===== src/rtl/core_pkg.sv =====
package core_pkg;

  // machine widths
  localparam int XLEN            = 32;
  localparam int ARCH_ADDR_WIDTH = 5;
  localparam int ARCH_REGS       = 1 << ARCH_ADDR_WIDTH;

  // ROB geometry, a tag is {row, bank}
  localparam int DISPATCH_WIDTH  = 2;
  localparam int ROB_SIZE        = 8;
  localparam int ROB_ADDR_WIDTH  = 3;
  localparam int BANK_WIDTH      = 1;
  localparam int TAG_WIDTH       = ROB_ADDR_WIDTH + BANK_WIDTH;
  localparam int NUM_SRC_PORTS   = 2 * DISPATCH_WIDTH;
  localparam int MUL_LATENCY     = 3;

  // internal ALU operation codes
  localparam int OP_WIDTH = 4;
  localparam logic [OP_WIDTH-1:0] OP_ADD = 4'd0;
  localparam logic [OP_WIDTH-1:0] OP_SUB = 4'd1;
  localparam logic [OP_WIDTH-1:0] OP_AND = 4'd2;
  localparam logic [OP_WIDTH-1:0] OP_OR  = 4'd3;
  localparam logic [OP_WIDTH-1:0] OP_XOR = 4'd4;
  localparam logic [OP_WIDTH-1:0] OP_SLT = 4'd5;
  localparam logic [OP_WIDTH-1:0] OP_SLL = 4'd6;
  localparam logic [OP_WIDTH-1:0] OP_SRL = 4'd7;
  localparam logic [OP_WIDTH-1:0] OP_MUL = 4'd8;

endpackage


===== src/rtl/rob_ifs.sv =====


// one writeback port per execute lane
interface rob_wb_if import core_pkg::*; ();
  logic [DISPATCH_WIDTH-1:0] en;
  logic [ROB_ADDR_WIDTH-1:0] rob_addr [DISPATCH_WIDTH];
  logic [BANK_WIDTH-1:0]     bank [DISPATCH_WIDTH];
  logic [XLEN-1:0]           data [DISPATCH_WIDTH];

  modport execute (output en, rob_addr, bank, data);
  modport rob (input en, rob_addr, bank);
  modport result (input en, rob_addr, bank, data);
endinterface


interface exec_issue_if import core_pkg::*; ();
  logic [DISPATCH_WIDTH-1:0] valid;
  logic [OP_WIDTH-1:0]       op [DISPATCH_WIDTH];
  logic [XLEN-1:0]           a [DISPATCH_WIDTH];
  logic [XLEN-1:0]           b [DISPATCH_WIDTH];
  logic [ROB_ADDR_WIDTH-1:0] rob_addr [DISPATCH_WIDTH];
  logic [BANK_WIDTH-1:0]     bank [DISPATCH_WIDTH];
  logic [DISPATCH_WIDTH-1:0] lane_ready;

  modport decode (output valid, op, a, b, rob_addr, bank, input lane_ready);
  modport execute (input valid, op, a, b, rob_addr, bank, output lane_ready);
endinterface


===== src/rtl/alu_execute.sv =====
`timescale 1ns/100ps

module alu_execute import core_pkg::*; (
  input  logic          clk,
  input  logic          rst,
  exec_issue_if.execute issue,
  rob_wb_if.execute     wb
);

  function automatic logic [XLEN-1:0] alu_calc(input logic [OP_WIDTH-1:0] op,
                                               input logic [XLEN-1:0] a,
                                               input logic [XLEN-1:0] b);
    case (op)
      OP_SUB:  return a - b;
      OP_AND:  return a & b;
      OP_OR:   return a | b;
      OP_XOR:  return a ^ b;
      OP_SLT:  return XLEN'($signed(a) < $signed(b));
      OP_SLL:  return a << b[$clog2(XLEN)-1:0];
      OP_SRL:  return a >> b[$clog2(XLEN)-1:0];
      default: return a + b;
    endcase
  endfunction

  for (genvar l = 0; l < DISPATCH_WIDTH; l++) begin : g_lane
    logic                      fire_alu;
    logic                      fire_mul;
    logic                      alu_v;
    logic [ROB_ADDR_WIDTH-1:0] alu_addr;
    logic [BANK_WIDTH-1:0]     alu_bank;
    logic [XLEN-1:0]           alu_res;
    logic [MUL_LATENCY-1:0]    mul_v;
    logic [ROB_ADDR_WIDTH-1:0] mul_addr [MUL_LATENCY];
    logic [BANK_WIDTH-1:0]     mul_bank [MUL_LATENCY];
    logic [XLEN-1:0]           mul_a;
    logic [XLEN-1:0]           mul_b;
    logic [XLEN-1:0]           pp_lo;
    logic [XLEN-1:0]           pp_hi;
    logic [XLEN-1:0]           mul_p;

    // an ALU op issued now would finish together with the MUL in stage 1
    assign issue.lane_ready[l] = !(mul_v[MUL_LATENCY-2] && issue.op[l] != OP_MUL);
    assign fire_alu = issue.valid[l] && issue.op[l] != OP_MUL;
    assign fire_mul = issue.valid[l] && issue.op[l] == OP_MUL;

    always_ff @(posedge clk) begin
      if (rst) begin
        alu_v <= 1'b0;
        mul_v <= '0;
      end else begin
        alu_v <= fire_alu;
        mul_v <= {mul_v[MUL_LATENCY-2:0], fire_mul};
      end
    end

    always_ff @(posedge clk) begin
      alu_res     <= alu_calc(issue.op[l], issue.a[l], issue.b[l]);
      alu_addr    <= issue.rob_addr[l];
      alu_bank    <= issue.bank[l];
      mul_addr[0] <= issue.rob_addr[l];
      mul_bank[0] <= issue.bank[l];
      for (int s = 1; s < MUL_LATENCY; s++) begin
        mul_addr[s] <= mul_addr[s-1];
        mul_bank[s] <= mul_bank[s-1];
      end
      // operands, then two half-width partial products, then the sum
      mul_a <= issue.a[l];
      mul_b <= issue.b[l];
      pp_lo <= mul_a * XLEN'(mul_b[XLEN/2-1:0]);
      pp_hi <= mul_a * XLEN'(mul_b[XLEN-1:XLEN/2]);
      mul_p <= pp_lo + (pp_hi << (XLEN/2));
    end

    assign wb.en[l]       = alu_v | mul_v[MUL_LATENCY-1];
    assign wb.data[l]     = mul_v[MUL_LATENCY-1] ? mul_p : alu_res;
    assign wb.rob_addr[l] = mul_v[MUL_LATENCY-1] ? mul_addr[MUL_LATENCY-1] : alu_addr;
    assign wb.bank[l]     = mul_v[MUL_LATENCY-1] ? mul_bank[MUL_LATENCY-1] : alu_bank;
  end

endmodule


===== src/flat_wrapper.sv =====
// flat-port wrapper written by rule: the top's interface ports become plain ports
module alu_execute_flat import core_pkg::*;
  (clk, rst, issue_valid, issue_op, issue_a, issue_b, issue_rob_addr, issue_bank, issue_lane_ready, wb_en, wb_rob_addr, wb_bank, wb_data);
  exec_issue_if issue_i ();
  rob_wb_if wb_i ();
  input  logic clk;
  input  logic rst;
  input wire logic [$bits(issue_i.valid)-1:0] issue_valid;
  input wire logic [$bits(issue_i.op)-1:0] issue_op;
  input wire logic [$bits(issue_i.a)-1:0] issue_a;
  input wire logic [$bits(issue_i.b)-1:0] issue_b;
  input wire logic [$bits(issue_i.rob_addr)-1:0] issue_rob_addr;
  input wire logic [$bits(issue_i.bank)-1:0] issue_bank;
  output wire logic [$bits(issue_i.lane_ready)-1:0] issue_lane_ready;
  output wire logic [$bits(wb_i.en)-1:0] wb_en;
  output wire logic [$bits(wb_i.rob_addr)-1:0] wb_rob_addr;
  output wire logic [$bits(wb_i.bank)-1:0] wb_bank;
  output wire logic [$bits(wb_i.data)-1:0] wb_data;
  assign issue_i.valid = issue_valid;
  assign issue_i.op = {>>{issue_op}};
  assign issue_i.a = {>>{issue_a}};
  assign issue_i.b = {>>{issue_b}};
  assign issue_i.rob_addr = {>>{issue_rob_addr}};
  assign issue_i.bank = {>>{issue_bank}};
  assign issue_lane_ready = issue_i.lane_ready;
  assign wb_en = wb_i.en;
  assign wb_rob_addr = {>>{wb_i.rob_addr}};
  assign wb_bank = {>>{wb_i.bank}};
  assign wb_data = {>>{wb_i.data}};
  alu_execute u_core (.clk(clk), .rst(rst), .issue(issue_i), .wb(wb_i));
endmodule

===== config.mk =====
export PLATFORM = sky130hd
export DESIGN_NAME = alu_execute_flat
export DESIGN_NICKNAME = d
export VERILOG_FILES = /design/src/rtl/core_pkg.sv /design/src/rtl/rob_ifs.sv /design/src/rtl/alu_execute.sv /design/src/flat_wrapper.sv
export SDC_FILE = /design/constraint.sdc
export NUM_CORES = 2
export LEC_CHECK = 0
export BUFFER_PORTS_ARGS = -buffer_cell sky130_fd_sc_hd__clkbuf_2
export CAP_MARGIN = 5
export CORE_ASPECT_RATIO = 1.1
export CORE_MARGIN = 10
export CORE_UTILIZATION = 60
export DETAILED_ROUTE_END_ITERATION = 8
export GPL_TIMING_DRIVEN = 1
export PLACE_DENSITY = 0.78
export RECOVER_POWER = 25
export SYNTH_ARGS = -nofsm -noshare
export SYNTH_HDL_FRONTEND = slang
export SYNTH_SLANG_ARGS = --single-unit

===== constraint.sdc =====
create_clock -name clk -period 8.1 [get_ports clk]
set_input_delay 0 -clock clk [delete_from_list [all_inputs] [get_ports clk]]
set_output_delay 0 -clock clk [all_outputs]
set_load 0.02 [all_outputs]

==> metrics.csv <==
stage,metric,value,unit
sta,skew,38.1,ps
global_route,grt_pass1_vias,52421,
clock_tree,clock_sinks,384,
worst_hold_path,min_path_cells,2,
clock_tree,htreeDepth,2,
finish,multi_input_area,0.0432,mm^2
critical_path,reg2regPathDepth,20,
sta,setup_viol,0,
sta,worst-slew-pin-transition,1500,ps
run,drv_cap,1,
clock_tree,cts_made_buffers,46,
finish,fin_nets,8142,
clock_tree,postCtsSetupRepairBufs,0,
yosys,synth-seq-area-share,13.6,%
sta,fin_setup_tns,0,ps
clock_tree,path_clk_slew,90,ps
yosys,synth.top_cells.by_area,"fa_1, dfxtp_1, ha_1",
floorplanning,die_area,0.107,mm^2
finish,drive_gt1_share,8.16,%
power,vdd_drop_max,0.721,mV
sta,min_period_over_period,89.5,%
yosys,synth_edf_count,0,
yosys,synth_area,0.0566,mm^2
detailed_routing,drt-vias-per-instance,6.16,
yosys,synth_ff_type,dfxtp_1,
clock_tree,clkLatencyLatePin,650,ps
yosys,synthCells,6608,
critical_path,cp_max_fo,31,
power,p_leak,29.2,nW
global_route,gr-total-overflow,0,
critical_path,r2r_setup_slack,850,ps
power,cellPowerDensity,430,mW/mm^2
critical_path,r2r_end,u_core.g_lane[1].pp_lo[31]$_DFF_P_,
yosys,async_flop_share,0,%
detailed_routing,wire_per_inst,25.6,um
worst_hold_path,worstHoldStart,issue_b[49],
yosys,ys_top_cells_by_count,"inv_1, nand2_1, fa_1",
yosys,synth.top_cell.area_share,27.4,%
place,dp_hpwl,159,mm
detailed_routing,drc_errors,0,
yosys,ys_warn_count,0,
clock_tree,ctsResizeCount,0,
sta,final.min_clock_period,7250,ps
worst_hold_path,hold_end,u_core.g_lane[0].mul_b[17]$_DFF_P_,
floorplanning,io_pins,224,
critical_path,regToRegStartpoint,u_core.g_lane[1].mul_b[1]$_DFF_P_,
status,violations,"capacitance limit, slew limit",
global_route,grt_pass1_wl,316,mm
critical_path,critPathLaunchType,flop,
yosys,syn_avg_cell_area,8.56,um^2
yosys,synth_seq_cells,384,
place,portBuffers,223,
finish,regArea,0.00769,mm^2
detailed_routing,totalWireLength,207,mm
yosys,synth_fp_nets,7982,
place,place_area,0.0586,mm^2
floorplanning,rows,118,
critical_path,critPathArrivalTime,7710,ps
yosys,synth_cell_type_count,95,
place,gp_congestion,1.03,
floorplanning,core,0.0939,mm^2
worst_hold_path,hp-class,in2reg,
clock_tree,clk_path_buf_depth,3,
detailed_routing,drt-pass1-iter-count,7,
yosys,yosysMostFrequentCell,inv_1,
sta,slew_headroom,-1.36,%
detailed_routing,vias,49714,
sta,hold_viol_final,0,
floorplanning,die_y,342,um
finish,area_delta_synth_final,9.23,%
critical_path,crit_path_end_kind,flop,
floorplanning,dieWidth,313,um
critical_path,cp.required,8570,ps
sta,maxSlewViolCount,4,
floorplanning,initial_core_util,60.2,%
global_route,grtUsageTotal,38.4,%
sta,clock.fmax,138,MHz
global_route,antenna_found_initial,9,
clock_tree,cts-root-buf,clkbuf_16,
finish,fin_area,0.0618,mm^2
detailed_routing,postRouteAntennaNets,0,
finish,fill_cells,7775,
clock_tree,cts_hold_buf,152,
critical_path,crit_type,reg2reg,
status,status,"complete, but fails checks",
clock_tree,cts_tree,done,
sta,grt_setup_unrepaired,false,
global_route,grt_start_max_net_pins,70,
detailed_routing,drtIter0Drc,5079,
yosys,synth.largest_area_cell,fa_1,
## kinds of logic (layout without fill, tap and decap cells)
group	after synthesis	after routing	synth area share, %
AOI/OAI and AO/OA	1053	1053	12.5
xor gates and xnor gates	223	223	3.45
adders and majority gates	1226	1226	37.4
buffers and inverters	1501	1698	10.1
DFF	384	384	13.6
muxes	253	253	6.84
other	0	5	0
and+or+nand+nor	1968	1968	16.1
## cells in the final DEF (no fill, tap or decap), types with 98 or more instances in the layout
cell,instances
ha_1,452
nor2_1,390
xnor2_1,181
dlygate4sd3_1,152
nand2_1,857
clkbuf_2,122
o21ai_0,180
inv_1,1132
a21oi_1,303
buf_4,100
dfxtp_1,382
and2_1,406
mux4_2,98
clkbuf_1,100
fa_1,774
## critical path: stages, from the launching register on
cell	delay, ps
dfxtp_1	1140
nand2_1	200
fa_1	560
fa_1	470
fa_1	550
inv_1	50
fa_1	490
fa_1	490
inv_1	50
fa_1	470
inv_1	40
ha_1	340
a21o_1	220
o21bai_1	170
a21oi_1	180
o221ai_1	310
and4_1	340
o31a_1	330
a211oi_1	350
a21oi_1	150
xnor2_1	150
## final cells by class
class | instances | share of cell area, %
multi-input combinational | 4723 | 69.9
sequential | 384 | 12.4
inverter | 1139 | 6.92
timing repair buffer | 474 | 5.28
tap | 1260 | 2.55
clock buffer | 51 | 1.98
clock inverter | 34 | 0.869
antenna | 5 | 0.0203
## registers in the layout, indices dropped and copies added (netlist names)
| register | cells |
|---|---|
| u_core.g_lane.mul_b | 64 |
| u_core.g_lane.pp_lo | 64 |
| u_core.g_lane.mul_addr | 14 |
| u_core.g_lane.alu_v | 2 |
| u_core.g_lane.mul_bank | 6 |
| u_core.g_lane.alu_res | 64 |
| u_core.g_lane.mul_a | 64 |
| u_core.g_lane.mul_v | 6 |
| u_core.g_lane.alu_addr | 4 |
| u_core.g_lane.mul_p | 64 |
| u_core.g_lane.pp_hi | 32 |
## where the power goes
group	switching (mW)	internal (mW)
Sequential	0.450	2.70
Combinational	12.4	8.52
Clock	0.986	1.46
## worst max path at each step
stage / from / end / slack, ps / cells past startpoint
floorplan: u_core.g_lane[1].mul_a[12]$_DFF_P_ / u_core.g_lane[1].pp_lo[30]$_DFF_P_ / 1890 / 23
global placement: u_core.g_lane[1].mul_b[1]$_DFF_P_ / u_core.g_lane[1].pp_lo[31]$_DFF_P_ / 1140 / 20
detailed placement: u_core.g_lane[1].mul_b[1]$_DFF_P_ / u_core.g_lane[1].pp_lo[31]$_DFF_P_ / 1020 / 20
CTS: u_core.g_lane[1].mul_b[1]$_DFF_P_ / u_core.g_lane[1].pp_lo[31]$_DFF_P_ / 980 / 20
global route: u_core.g_lane[1].mul_b[1]$_DFF_P_ / u_core.g_lane[1].pp_lo[31]$_DFF_P_ / 590 / 20
finish: u_core.g_lane[1].mul_b[1]$_DFF_P_ / u_core.g_lane[1].pp_lo[31]$_DFF_P_ / 850 / 20
## routing by layer
| metal | routed length [um] | GRT usage (%) | vias up |
|---|---|---|---|
| met2 | 93500 | 62.0 | 3065 |
| met5 | 34 | 0 | - |
| met3 | 21900 | 9.82 | 1006 |
| li1 | - | - | 21569 |
| met1 | 69700 | 42.6 | 24068 |
| met4 | 21300 | 31.5 | 6 |
## per-stage QoR
| step | setup slack (ps) | hold slack (ps) | utilization [%] | std cells | total power [mW] |
|---|---|---|---|---|---|
| 5_1_grt | 590 | 63.1 | 65.8 | 8067 | 29.0 |
| 3_3_place_gp | 1140 | 104 | 62.4 | 7828 | 23.0 |
| 6_report | 853 | 48.5 | 65.8 | 8070 | 26.6 |
| 3_5_place_dp | 1020 | 104 | 62.4 | 7828 | 23.5 |
| 2_1_floorplan | 1890 | 27.7 | - | 6608 | 17.5 |
| 4_1_cts | 978 | 5.91 | 65.9 | 8065 | 26.2 |
Power figures use the tool's default switching activity.
