<file path="config.mk">
export PLATFORM = sky130hd
export DESIGN_NAME = rename_decode_flat
export DESIGN_NICKNAME = d
export VERILOG_FILES = /design/src/rtl/core_pkg.sv /design/src/rtl/isa_pkg.sv /design/src/rtl/rob_ifs.sv /design/src/rtl/rename_decode.sv /design/src/flat_wrapper.sv
export SDC_FILE = /design/constraint.sdc
export NUM_CORES = 1
export LEC_CHECK = 0
export BUFFER_PORTS_ARGS = -buffer_cell sky130_fd_sc_hd__clkbuf_2
export CAP_MARGIN = 20
export CORE_AREA = 2 2 174 176
export CTS_CLUSTER_SIZE = 24
export DETAILED_ROUTE_END_ITERATION = 12
export DIE_AREA = 0 0 176 178
export PLACE_DENSITY_LB_ADDON = 0.15
export SKIP_LAST_GASP = 1
export SYNTH_ARGS = -nofsm -noshare
export SYNTH_HDL_FRONTEND = slang
export SYNTH_SLANG_ARGS = --single-unit
</file>
<file path="constraint.sdc">
create_clock -name clk -period 2.2 [get_ports clk]
set_input_delay 0.22 -clock clk [delete_from_list [all_inputs] [get_ports clk]]
set_output_delay 0.22 -clock clk [all_outputs]
set_load 0.01 [all_outputs]
</file>
<file path="src/rtl/core_pkg.sv">
package core_pkg;

  // machine widths
  localparam int XLEN            = 32;
  localparam int ARCH_ADDR_WIDTH = 5;
  localparam int ARCH_REGS       = 1 << ARCH_ADDR_WIDTH;

  // ROB geometry, a tag is {row, bank}
  localparam int DISPATCH_WIDTH  = 2;
  localparam int ROB_SIZE        = 8;
  localparam int ROB_ADDR_WIDTH  = 3;
  localparam int BANK_WIDTH      = 1;
  localparam int TAG_WIDTH       = ROB_ADDR_WIDTH + BANK_WIDTH;
  localparam int NUM_SRC_PORTS   = 2 * DISPATCH_WIDTH;
  localparam int MUL_LATENCY     = 3;

  // internal ALU operation codes
  localparam int OP_WIDTH = 4;
  localparam logic [OP_WIDTH-1:0] OP_ADD = 4'd0;
  localparam logic [OP_WIDTH-1:0] OP_SUB = 4'd1;
  localparam logic [OP_WIDTH-1:0] OP_AND = 4'd2;
  localparam logic [OP_WIDTH-1:0] OP_OR  = 4'd3;
  localparam logic [OP_WIDTH-1:0] OP_XOR = 4'd4;
  localparam logic [OP_WIDTH-1:0] OP_SLT = 4'd5;
  localparam logic [OP_WIDTH-1:0] OP_SLL = 4'd6;
  localparam logic [OP_WIDTH-1:0] OP_SRL = 4'd7;
  localparam logic [OP_WIDTH-1:0] OP_MUL = 4'd8;

endpackage

</file>
<file path="src/rtl/isa_pkg.sv">
package isa_pkg;

  // major opcodes, register and immediate ALU forms
  localparam logic [6:0] OPC_OP     = 7'b0110011;
  localparam logic [6:0] OPC_OP_IMM = 7'b0010011;

  localparam logic [2:0] F3_ADD = 3'b000;
  localparam logic [2:0] F3_SLL = 3'b001;
  localparam logic [2:0] F3_SLT = 3'b010;
  localparam logic [2:0] F3_XOR = 3'b100;
  localparam logic [2:0] F3_SRL = 3'b101;
  localparam logic [2:0] F3_OR  = 3'b110;
  localparam logic [2:0] F3_AND = 3'b111;

  localparam logic [6:0] F7_BASE   = 7'b0000000;
  localparam logic [6:0] F7_SUB    = 7'b0100000;
  localparam logic [6:0] F7_MULDIV = 7'b0000001;

  // one instruction word, R-type or I-type view
  typedef union packed {
    struct packed {
      logic [6:0] funct7;
      logic [4:0] rs2;
      logic [4:0] rs1;
      logic [2:0] funct3;
      logic [4:0] rd;
      logic [6:0] opcode;
    } r;
    struct packed {
      logic [11:0] imm;
      logic [4:0]  rs1;
      logic [2:0]  funct3;
      logic [4:0]  rd;
      logic [6:0]  opcode;
    } i;
  } instr_t;

endpackage

</file>
<file path="src/rtl/rob_ifs.sv">
`timescale 1ns/100ps

// pair allocation into the ROB head row
interface rob_dispatch_if import core_pkg::*; ();
  logic [DISPATCH_WIDTH-1:0]  en;
  logic [ARCH_ADDR_WIDTH-1:0] arch_rd [DISPATCH_WIDTH];
  logic                       full;
  logic [ROB_ADDR_WIDTH-1:0]  rob_addr;

  modport decode (output en, arch_rd, input full, rob_addr);
  modport rob (input en, arch_rd, output full, rob_addr);
endinterface

// source lookup, answered combinationally
interface rob_op_fetch_if import core_pkg::*; ();
  logic [ARCH_ADDR_WIDTH-1:0] arch_rs1 [DISPATCH_WIDTH];
  logic [ARCH_ADDR_WIDTH-1:0] arch_rs2 [DISPATCH_WIDTH];
  logic [DISPATCH_WIDTH-1:0]  rs1_hit;
  logic [DISPATCH_WIDTH-1:0]  rs1_ready;
  logic [TAG_WIDTH-1:0]       rs1_tag [DISPATCH_WIDTH];
  logic [DISPATCH_WIDTH-1:0]  rs2_hit;
  logic [DISPATCH_WIDTH-1:0]  rs2_ready;
  logic [TAG_WIDTH-1:0]       rs2_tag [DISPATCH_WIDTH];

  modport decode (output arch_rs1, arch_rs2,
                  input rs1_hit, rs1_ready, rs1_tag, rs2_hit, rs2_ready, rs2_tag);
  modport rob (input arch_rs1, arch_rs2,
               output rs1_hit, rs1_ready, rs1_tag, rs2_hit, rs2_ready, rs2_tag);
endinterface


interface exec_issue_if import core_pkg::*; ();
  logic [DISPATCH_WIDTH-1:0] valid;
  logic [OP_WIDTH-1:0]       op [DISPATCH_WIDTH];
  logic [XLEN-1:0]           a [DISPATCH_WIDTH];
  logic [XLEN-1:0]           b [DISPATCH_WIDTH];
  logic [ROB_ADDR_WIDTH-1:0] rob_addr [DISPATCH_WIDTH];
  logic [BANK_WIDTH-1:0]     bank [DISPATCH_WIDTH];
  logic [DISPATCH_WIDTH-1:0] lane_ready;

  modport decode (output valid, op, a, b, rob_addr, bank, input lane_ready);
  modport execute (input valid, op, a, b, rob_addr, bank, output lane_ready);
endinterface

</file>
<file path="src/rtl/rename_decode.sv">
`timescale 1ns/100ps

module rename_decode import core_pkg::*, isa_pkg::*; (
  input  logic                       clk,
  input  logic                       rst,
  input  logic [DISPATCH_WIDTH-1:0]  in_valid,
  input  instr_t                     in_instr [DISPATCH_WIDTH],
  output logic                       in_ready,
  rob_dispatch_if.decode             dispatch,
  rob_op_fetch_if.decode             op_fetch,
  exec_issue_if.decode               issue,
  output logic [TAG_WIDTH-1:0]       rd_tag [NUM_SRC_PORTS],
  output logic [NUM_SRC_PORTS-1:0]   rd_from_buf,
  output logic [ARCH_ADDR_WIDTH-1:0] rd_arch [NUM_SRC_PORTS],
  input  logic [XLEN-1:0]            rd_value [NUM_SRC_PORTS]
);

  // held pair, one bit per lane still waiting to issue
  logic [DISPATCH_WIDTH-1:0]  pending;
  logic [OP_WIDTH-1:0]        op_q [DISPATCH_WIDTH];
  logic [DISPATCH_WIDTH-1:0]  use_imm_q;
  logic [XLEN-1:0]            imm_q [DISPATCH_WIDTH];
  logic [ARCH_ADDR_WIDTH-1:0] rs1_q [DISPATCH_WIDTH];
  logic [ARCH_ADDR_WIDTH-1:0] rs2_q [DISPATCH_WIDTH];
  logic [ROB_ADDR_WIDTH-1:0]  row_q;
  logic [DISPATCH_WIDTH-1:0]  src_ok;
  logic                       accept;

  function automatic logic [OP_WIDTH-1:0] f3_op(input logic [2:0] f3);
    case (f3)
      F3_ADD:  return OP_ADD;
      F3_SLL:  return OP_SLL;
      F3_SLT:  return OP_SLT;
      F3_XOR:  return OP_XOR;
      F3_SRL:  return OP_SRL;
      F3_OR:   return OP_OR;
      F3_AND:  return OP_AND;
      default: return OP_ADD;
    endcase
  endfunction

  // immediate forms read funct3 from the i view, register forms use funct7 too
  function automatic logic [OP_WIDTH-1:0] decode_op(input instr_t ins);
    logic [OP_WIDTH-1:0] op;
    op = f3_op(ins.i.funct3);
    if (ins.r.opcode == OPC_OP) begin
      case (ins.r.funct7)
        F7_MULDIV: op = OP_MUL;
        F7_SUB:    op = (ins.r.funct3 == F3_ADD) ? OP_SUB : op;
        F7_BASE:   op = f3_op(ins.r.funct3);
        default:   op = OP_ADD;
      endcase
    end
    return op;
  endfunction

  assign in_ready = !dispatch.full && !(|pending);
  assign accept   = in_ready && (|in_valid);
  assign dispatch.en = in_valid & {DISPATCH_WIDTH{in_ready}};

  always_comb begin
    for (int w = 0; w < DISPATCH_WIDTH; w++) begin
      dispatch.arch_rd[w] = in_instr[w].r.rd;

      op_fetch.arch_rs1[w] = rs1_q[w];
      op_fetch.arch_rs2[w] = use_imm_q[w] ? '0 : rs2_q[w];

      // value path, ROB buffer on a hit, architectural file otherwise
      rd_tag[2*w]        = op_fetch.rs1_tag[w];
      rd_from_buf[2*w]   = op_fetch.rs1_hit[w];
      rd_arch[2*w]       = op_fetch.arch_rs1[w];
      rd_tag[2*w+1]      = op_fetch.rs2_tag[w];
      rd_from_buf[2*w+1] = op_fetch.rs2_hit[w];
      rd_arch[2*w+1]     = op_fetch.arch_rs2[w];

      src_ok[w] = (!op_fetch.rs1_hit[w] || op_fetch.rs1_ready[w]) &&
                  (!op_fetch.rs2_hit[w] || op_fetch.rs2_ready[w]);

      // lanes go out independently, so bank 1 can wait on bank 0
      issue.valid[w]    = pending[w] && src_ok[w] && issue.lane_ready[w];
      issue.op[w]       = op_q[w];
      issue.a[w]        = rd_value[2*w];
      issue.b[w]        = use_imm_q[w] ? imm_q[w] : rd_value[2*w+1];
      issue.rob_addr[w] = row_q;
      issue.bank[w]     = BANK_WIDTH'(w);
    end
  end

  always_ff @(posedge clk) begin
    if (rst) begin
      pending <= '0;
    end else if (accept) begin
      pending <= in_valid;
    end else begin
      pending <= pending & ~issue.valid;
    end
  end

  always_ff @(posedge clk) begin
    if (accept) begin
      row_q <= dispatch.rob_addr;
      for (int w = 0; w < DISPATCH_WIDTH; w++) begin
        op_q[w]      <= decode_op(in_instr[w]);
        use_imm_q[w] <= in_instr[w].i.opcode == OPC_OP_IMM;
        imm_q[w]     <= XLEN'($signed(in_instr[w].i.imm));
        rs1_q[w]     <= in_instr[w].r.rs1;
        rs2_q[w]     <= in_instr[w].r.rs2;
      end
    end
  end

endmodule

</file>
<file path="src/flat_wrapper.sv">
// flat-port wrapper written by rule: the top's interface ports become plain ports
module rename_decode_flat import core_pkg::*, isa_pkg::*;
  (clk, rst, in_valid, in_instr, in_ready, rd_tag, rd_from_buf, rd_arch, rd_value, dispatch_en, dispatch_arch_rd, dispatch_full, dispatch_rob_addr, op_fetch_arch_rs1, op_fetch_arch_rs2, op_fetch_rs1_hit, op_fetch_rs1_ready, op_fetch_rs1_tag, op_fetch_rs2_hit, op_fetch_rs2_ready, op_fetch_rs2_tag, issue_valid, issue_op, issue_a, issue_b, issue_rob_addr, issue_bank, issue_lane_ready);
  rob_dispatch_if dispatch_i ();
  rob_op_fetch_if op_fetch_i ();
  exec_issue_if issue_i ();
  input  logic clk;
  input  logic rst;
  input  logic [DISPATCH_WIDTH-1:0] in_valid;
  input  instr_t in_instr[DISPATCH_WIDTH];
  output logic in_ready;
  output logic [TAG_WIDTH-1:0] rd_tag[NUM_SRC_PORTS];
  output logic [NUM_SRC_PORTS-1:0] rd_from_buf;
  output logic [ARCH_ADDR_WIDTH-1:0] rd_arch[NUM_SRC_PORTS];
  input  logic [XLEN-1:0] rd_value[NUM_SRC_PORTS];
  output wire logic [$bits(dispatch_i.en)-1:0] dispatch_en;
  output wire logic [$bits(dispatch_i.arch_rd)-1:0] dispatch_arch_rd;
  input wire logic [$bits(dispatch_i.full)-1:0] dispatch_full;
  input wire logic [$bits(dispatch_i.rob_addr)-1:0] dispatch_rob_addr;
  output wire logic [$bits(op_fetch_i.arch_rs1)-1:0] op_fetch_arch_rs1;
  output wire logic [$bits(op_fetch_i.arch_rs2)-1:0] op_fetch_arch_rs2;
  input wire logic [$bits(op_fetch_i.rs1_hit)-1:0] op_fetch_rs1_hit;
  input wire logic [$bits(op_fetch_i.rs1_ready)-1:0] op_fetch_rs1_ready;
  input wire logic [$bits(op_fetch_i.rs1_tag)-1:0] op_fetch_rs1_tag;
  input wire logic [$bits(op_fetch_i.rs2_hit)-1:0] op_fetch_rs2_hit;
  input wire logic [$bits(op_fetch_i.rs2_ready)-1:0] op_fetch_rs2_ready;
  input wire logic [$bits(op_fetch_i.rs2_tag)-1:0] op_fetch_rs2_tag;
  output wire logic [$bits(issue_i.valid)-1:0] issue_valid;
  output wire logic [$bits(issue_i.op)-1:0] issue_op;
  output wire logic [$bits(issue_i.a)-1:0] issue_a;
  output wire logic [$bits(issue_i.b)-1:0] issue_b;
  output wire logic [$bits(issue_i.rob_addr)-1:0] issue_rob_addr;
  output wire logic [$bits(issue_i.bank)-1:0] issue_bank;
  input wire logic [$bits(issue_i.lane_ready)-1:0] issue_lane_ready;
  assign dispatch_en = dispatch_i.en;
  assign dispatch_arch_rd = {>>{dispatch_i.arch_rd}};
  assign dispatch_i.full = dispatch_full;
  assign dispatch_i.rob_addr = dispatch_rob_addr;
  assign op_fetch_arch_rs1 = {>>{op_fetch_i.arch_rs1}};
  assign op_fetch_arch_rs2 = {>>{op_fetch_i.arch_rs2}};
  assign op_fetch_i.rs1_hit = op_fetch_rs1_hit;
  assign op_fetch_i.rs1_ready = op_fetch_rs1_ready;
  assign op_fetch_i.rs1_tag = {>>{op_fetch_rs1_tag}};
  assign op_fetch_i.rs2_hit = op_fetch_rs2_hit;
  assign op_fetch_i.rs2_ready = op_fetch_rs2_ready;
  assign op_fetch_i.rs2_tag = {>>{op_fetch_rs2_tag}};
  assign issue_valid = issue_i.valid;
  assign issue_op = {>>{issue_i.op}};
  assign issue_a = {>>{issue_i.a}};
  assign issue_b = {>>{issue_i.b}};
  assign issue_rob_addr = {>>{issue_i.rob_addr}};
  assign issue_bank = {>>{issue_i.bank}};
  assign issue_i.lane_ready = issue_lane_ready;
  rename_decode u_core (.clk(clk), .rst(rst), .in_valid(in_valid), .in_instr(in_instr), .in_ready(in_ready), .dispatch(dispatch_i), .op_fetch(op_fetch_i), .issue(issue_i), .rd_tag(rd_tag), .rd_from_buf(rd_from_buf), .rd_arch(rd_arch), .rd_value(rd_value));
endmodule
</file>
==> results by group <==
Power and ir drop
  • Pleak: 2.20 nW
  • Pwr dens: 569 nW/um^2
  • Worst VDD drop: 0.292 mV

Setup path
  • CP Cell Sequence: buf_4 -> mux2_2 -> clkbuf_2
  • R2r worst-path depth: 3
  • Crit start category: flip-flop
  • Reg-to-reg endpoint: u_core.imm_q[0][1]
  • Worst endpoint data arrival time: 1.54 ns
  • CP max stage delay: 0.39 ns
  • Crit. End Element: output pin
  • R2R setup slack: 0.65 ns
  • Kind of critical path: reg -> out
  • Worst path slowest cell: mux2_2
  • RR Startpoint: u_core.pending[0]
  • WP data required: 1.98 ns
  • Crit path max fanout: 37

Synth
  • Syn_area_per_cell: 9.72 sq um
  • Post-synth top cells: 119 x buf_4, 47 x edfxtp_1, 45 x inv_1
  • Count leader, synth: buf_4
  • Warnings from Yosys: 0
  • Ranking of synthesized cells by area: edfxtp_1 41%, buf_4 26%, mux2_2 7.2%
  • EDFF count, synth: 47
  • Netlist cell types: 35
  • Yosys top cell by area: edfxtp_1
  • Post-Syn Instances: 356
  • Register area share after synthesis: 0.419
  • Top cell type's share of synthesized area: 0.408
  • Prevailing post-synth register cell: edfxtp_1
  • Post-synthesis register bit count: 49
  • Asr flop ratio synth: 0
  • Synth Net Count: 582
  • Synthesized cell area: 3460 sq um

Timing
  • Final setup margin: 0.441 ns
  • Tightest Pin Transition: 0.501 ns
  • Crit path time final: 1.76 ns
  • Clock skew: 0.0124 ns
  • Setup violations, final: 0
  • RSZ-0062 raised after global routing: false
  • Fmax: 568 MHz
  • Setup TNS: 0 ns
  • Slew Limit Headroom: 0.665
  • Final Max Slew Viols: 0
  • Period utilization: 0.800
  • Final hold violation count: 0

Clock network
  • Post-cts hold buffer count: 0
  • Bufs on Longest Clock Path: 2
  • CTS buffer count: 5
  • H-tree depth: 2
  • Worst skew pair latency: 0.30 ns
  • CTS Sinks: 49
  • CTS tree: yes
  • Post-CTS Setup Bufs: 0
  • Clock-pin slew on the worst setup and hold paths: 0.08 ns
  • CTS Root Cell: clkbuf_16
  • Cts repair resizes: 0

Global routing
  • Vias in the first global route: 2854
  • GRT Resource Usage Total: 0.0883
  • GR Overflow Total: 0
  • Global-route wire length before repair: 19.9 mm
  • Initial antenna violation count: 0
  • Pin count of the biggest net entering global routing: 48

Placed design
  • RD Place Congestion: 0.716
  • Placed insts: 881
  • Pre-CTS WS: 0.640 ns
  • Post-DP HPWL: 13.3 mm
  • I/O Buffers: 262

Run
  • # Max-Cap Violations: 0

Floorplanning
  • I/O pins: 445
  • Die Height: 178 um
  • Die extent in x: 176 um
  • Die ar.: 31300 sq um
  • Core ar.: 29400 sq um
  • Initial Util: 0.118
  • Row Count: 63

Drt
  • Total number of vias: 2835
  • Via-to-Cell Ratio: 3.19
  • Drt initial violations: 71
  • DRC violations left: 0
  • Overall routed net length: 15.0 mm
  • Routed WL per cell: 16.8 um
  • Drt first pass iters: 4
  • Final ANT Viol Nets: 0

Final layout
  • # fillers: 3364
  • Net count, final: 724
  • Number of diodes: 0
  • P&R area growth vs syn: 30.3%
  • Layout cell share with drive strength beyond 1: 0.605
  • Non-filler cells, final: 889

Run status
  • Status: complete, no violations

Min path
  • Hold_sp: dispatch_rob_addr[2]
  • WHS Path Cells: 1
  • Min-delay worst type: in -> reg
  • Min-Delay Endpoint: u_core.row_q[2]
worst max-delay path, delay by kind of cell, from the launching register on:
kind / cells / cell delay, ns
DFF: 1 / 0.34
buffers and inverters: 2 / 0.49
muxes: 1 / 0.39
through the flow:
stage                     hold slack [ns]  utilization  total power, W  cell area (sq um)
after floorplan                     0.289            -         0.00163               3460
after global placement              0.400        0.148         0.00180               4360
after detailed placement            0.401        0.148         0.00180               4360
after CTS                          0.0708        0.153         0.00263               4510
after global routing               0.0706        0.153         0.00272               4510
final                              0.0851        0.153         0.00257               4510
area by class of cell:
| class | count | area [sq um] | share of cell area |
|---|---|---|---|
| inverters | 45 | 169 | 0.0374 |
| repair buffers | 266 | 1350 | 0.300 |
| flip-flops and latches | 49 | 1450 | 0.322 |
| clock inverters | 3 | 21.3 | 0.00472 |
| multi-input cells | 131 | 902 | 0.200 |
| clock buffers | 5 | 125 | 0.0277 |
| well taps | 390 | 488 | 0.108 |
cell usage in the layout, fill, tap and decap left out, drive strengths merged, types with 2 or more instances in the layout:
cell,Yosys,routed
mux2i,3,3
o31ai,2,2
mux2,22,22
or4,2,2
nand2,9,9
or3,2,2
nor2b,15,15
a21oi,6,6
o21ai,43,43
conb,2,2
inv,45,46
buf,123,4
clkbuf,8,267
nor3,4,4
nor2,3,3
a2bb2oi,2,2
dfxtp,2,2
nor4,2,2
edfxtp,47,47
kinds of logic (layout without fill, tap and decap cells):
logic type,after synthesis,in the layout,share of synthesized area
buffers and inverters,176,319,0.321
AOI/OAI and AO/OA,54,54,0.0824
xor gates and xnor gates,2,2,0.00506
and+or+nand+nor,48,48,0.0904
DFF,49,49,0.419
other,2,2,0.00217
muxes,25,25,0.0802
layer usage:
layer  vias to the layer above  track usage  part of all wire
met1                      1274       0.0882              0.33
met5                         -      0.00321                 0
met2                       192        0.156              0.51
li1                       1334            -                 -
met4                         0       0.0434             0.039
met3                        35       0.0392              0.11
how the worst max path moves through the flow:
stage	start	endpoint	slack [ns]	cells past startpoint
after floorplan	u_core.pending[1]	u_core.imm_q[0][0]	0.27	2
after global placement	in_instr[58]	u_core.op_q[0][0]	0.70	4
after detailed placement	u_core.pending[1]	u_core.imm_q[0][1]	0.64	3
after CTS	u_core.use_imm_q[0]	issue_b[36]	0.40	3
after global routing	u_core.use_imm_q[0]	issue_b[50]	0.30	3
final	u_core.use_imm_q[0]	issue_b[36]	0.44	3
where the power goes:
part / switching [W] / internal, W
Combinational: 0.000341 / 0.000284
Clock: 0.000380 / 0.000425
Sequential: 0.0000350 / 0.00110
Total: 0.000755 / 0.00181
state kept, by name, indices dropped and copies added, names as in the netlist:
signal            count
u_core.imm_q         24
u_core.op_q           8
u_core.pending        2
u_core.row_q          3
u_core.rs1_q         10
u_core.use_imm_q      2
Note: power is estimated with default switching activity, not from simulation.
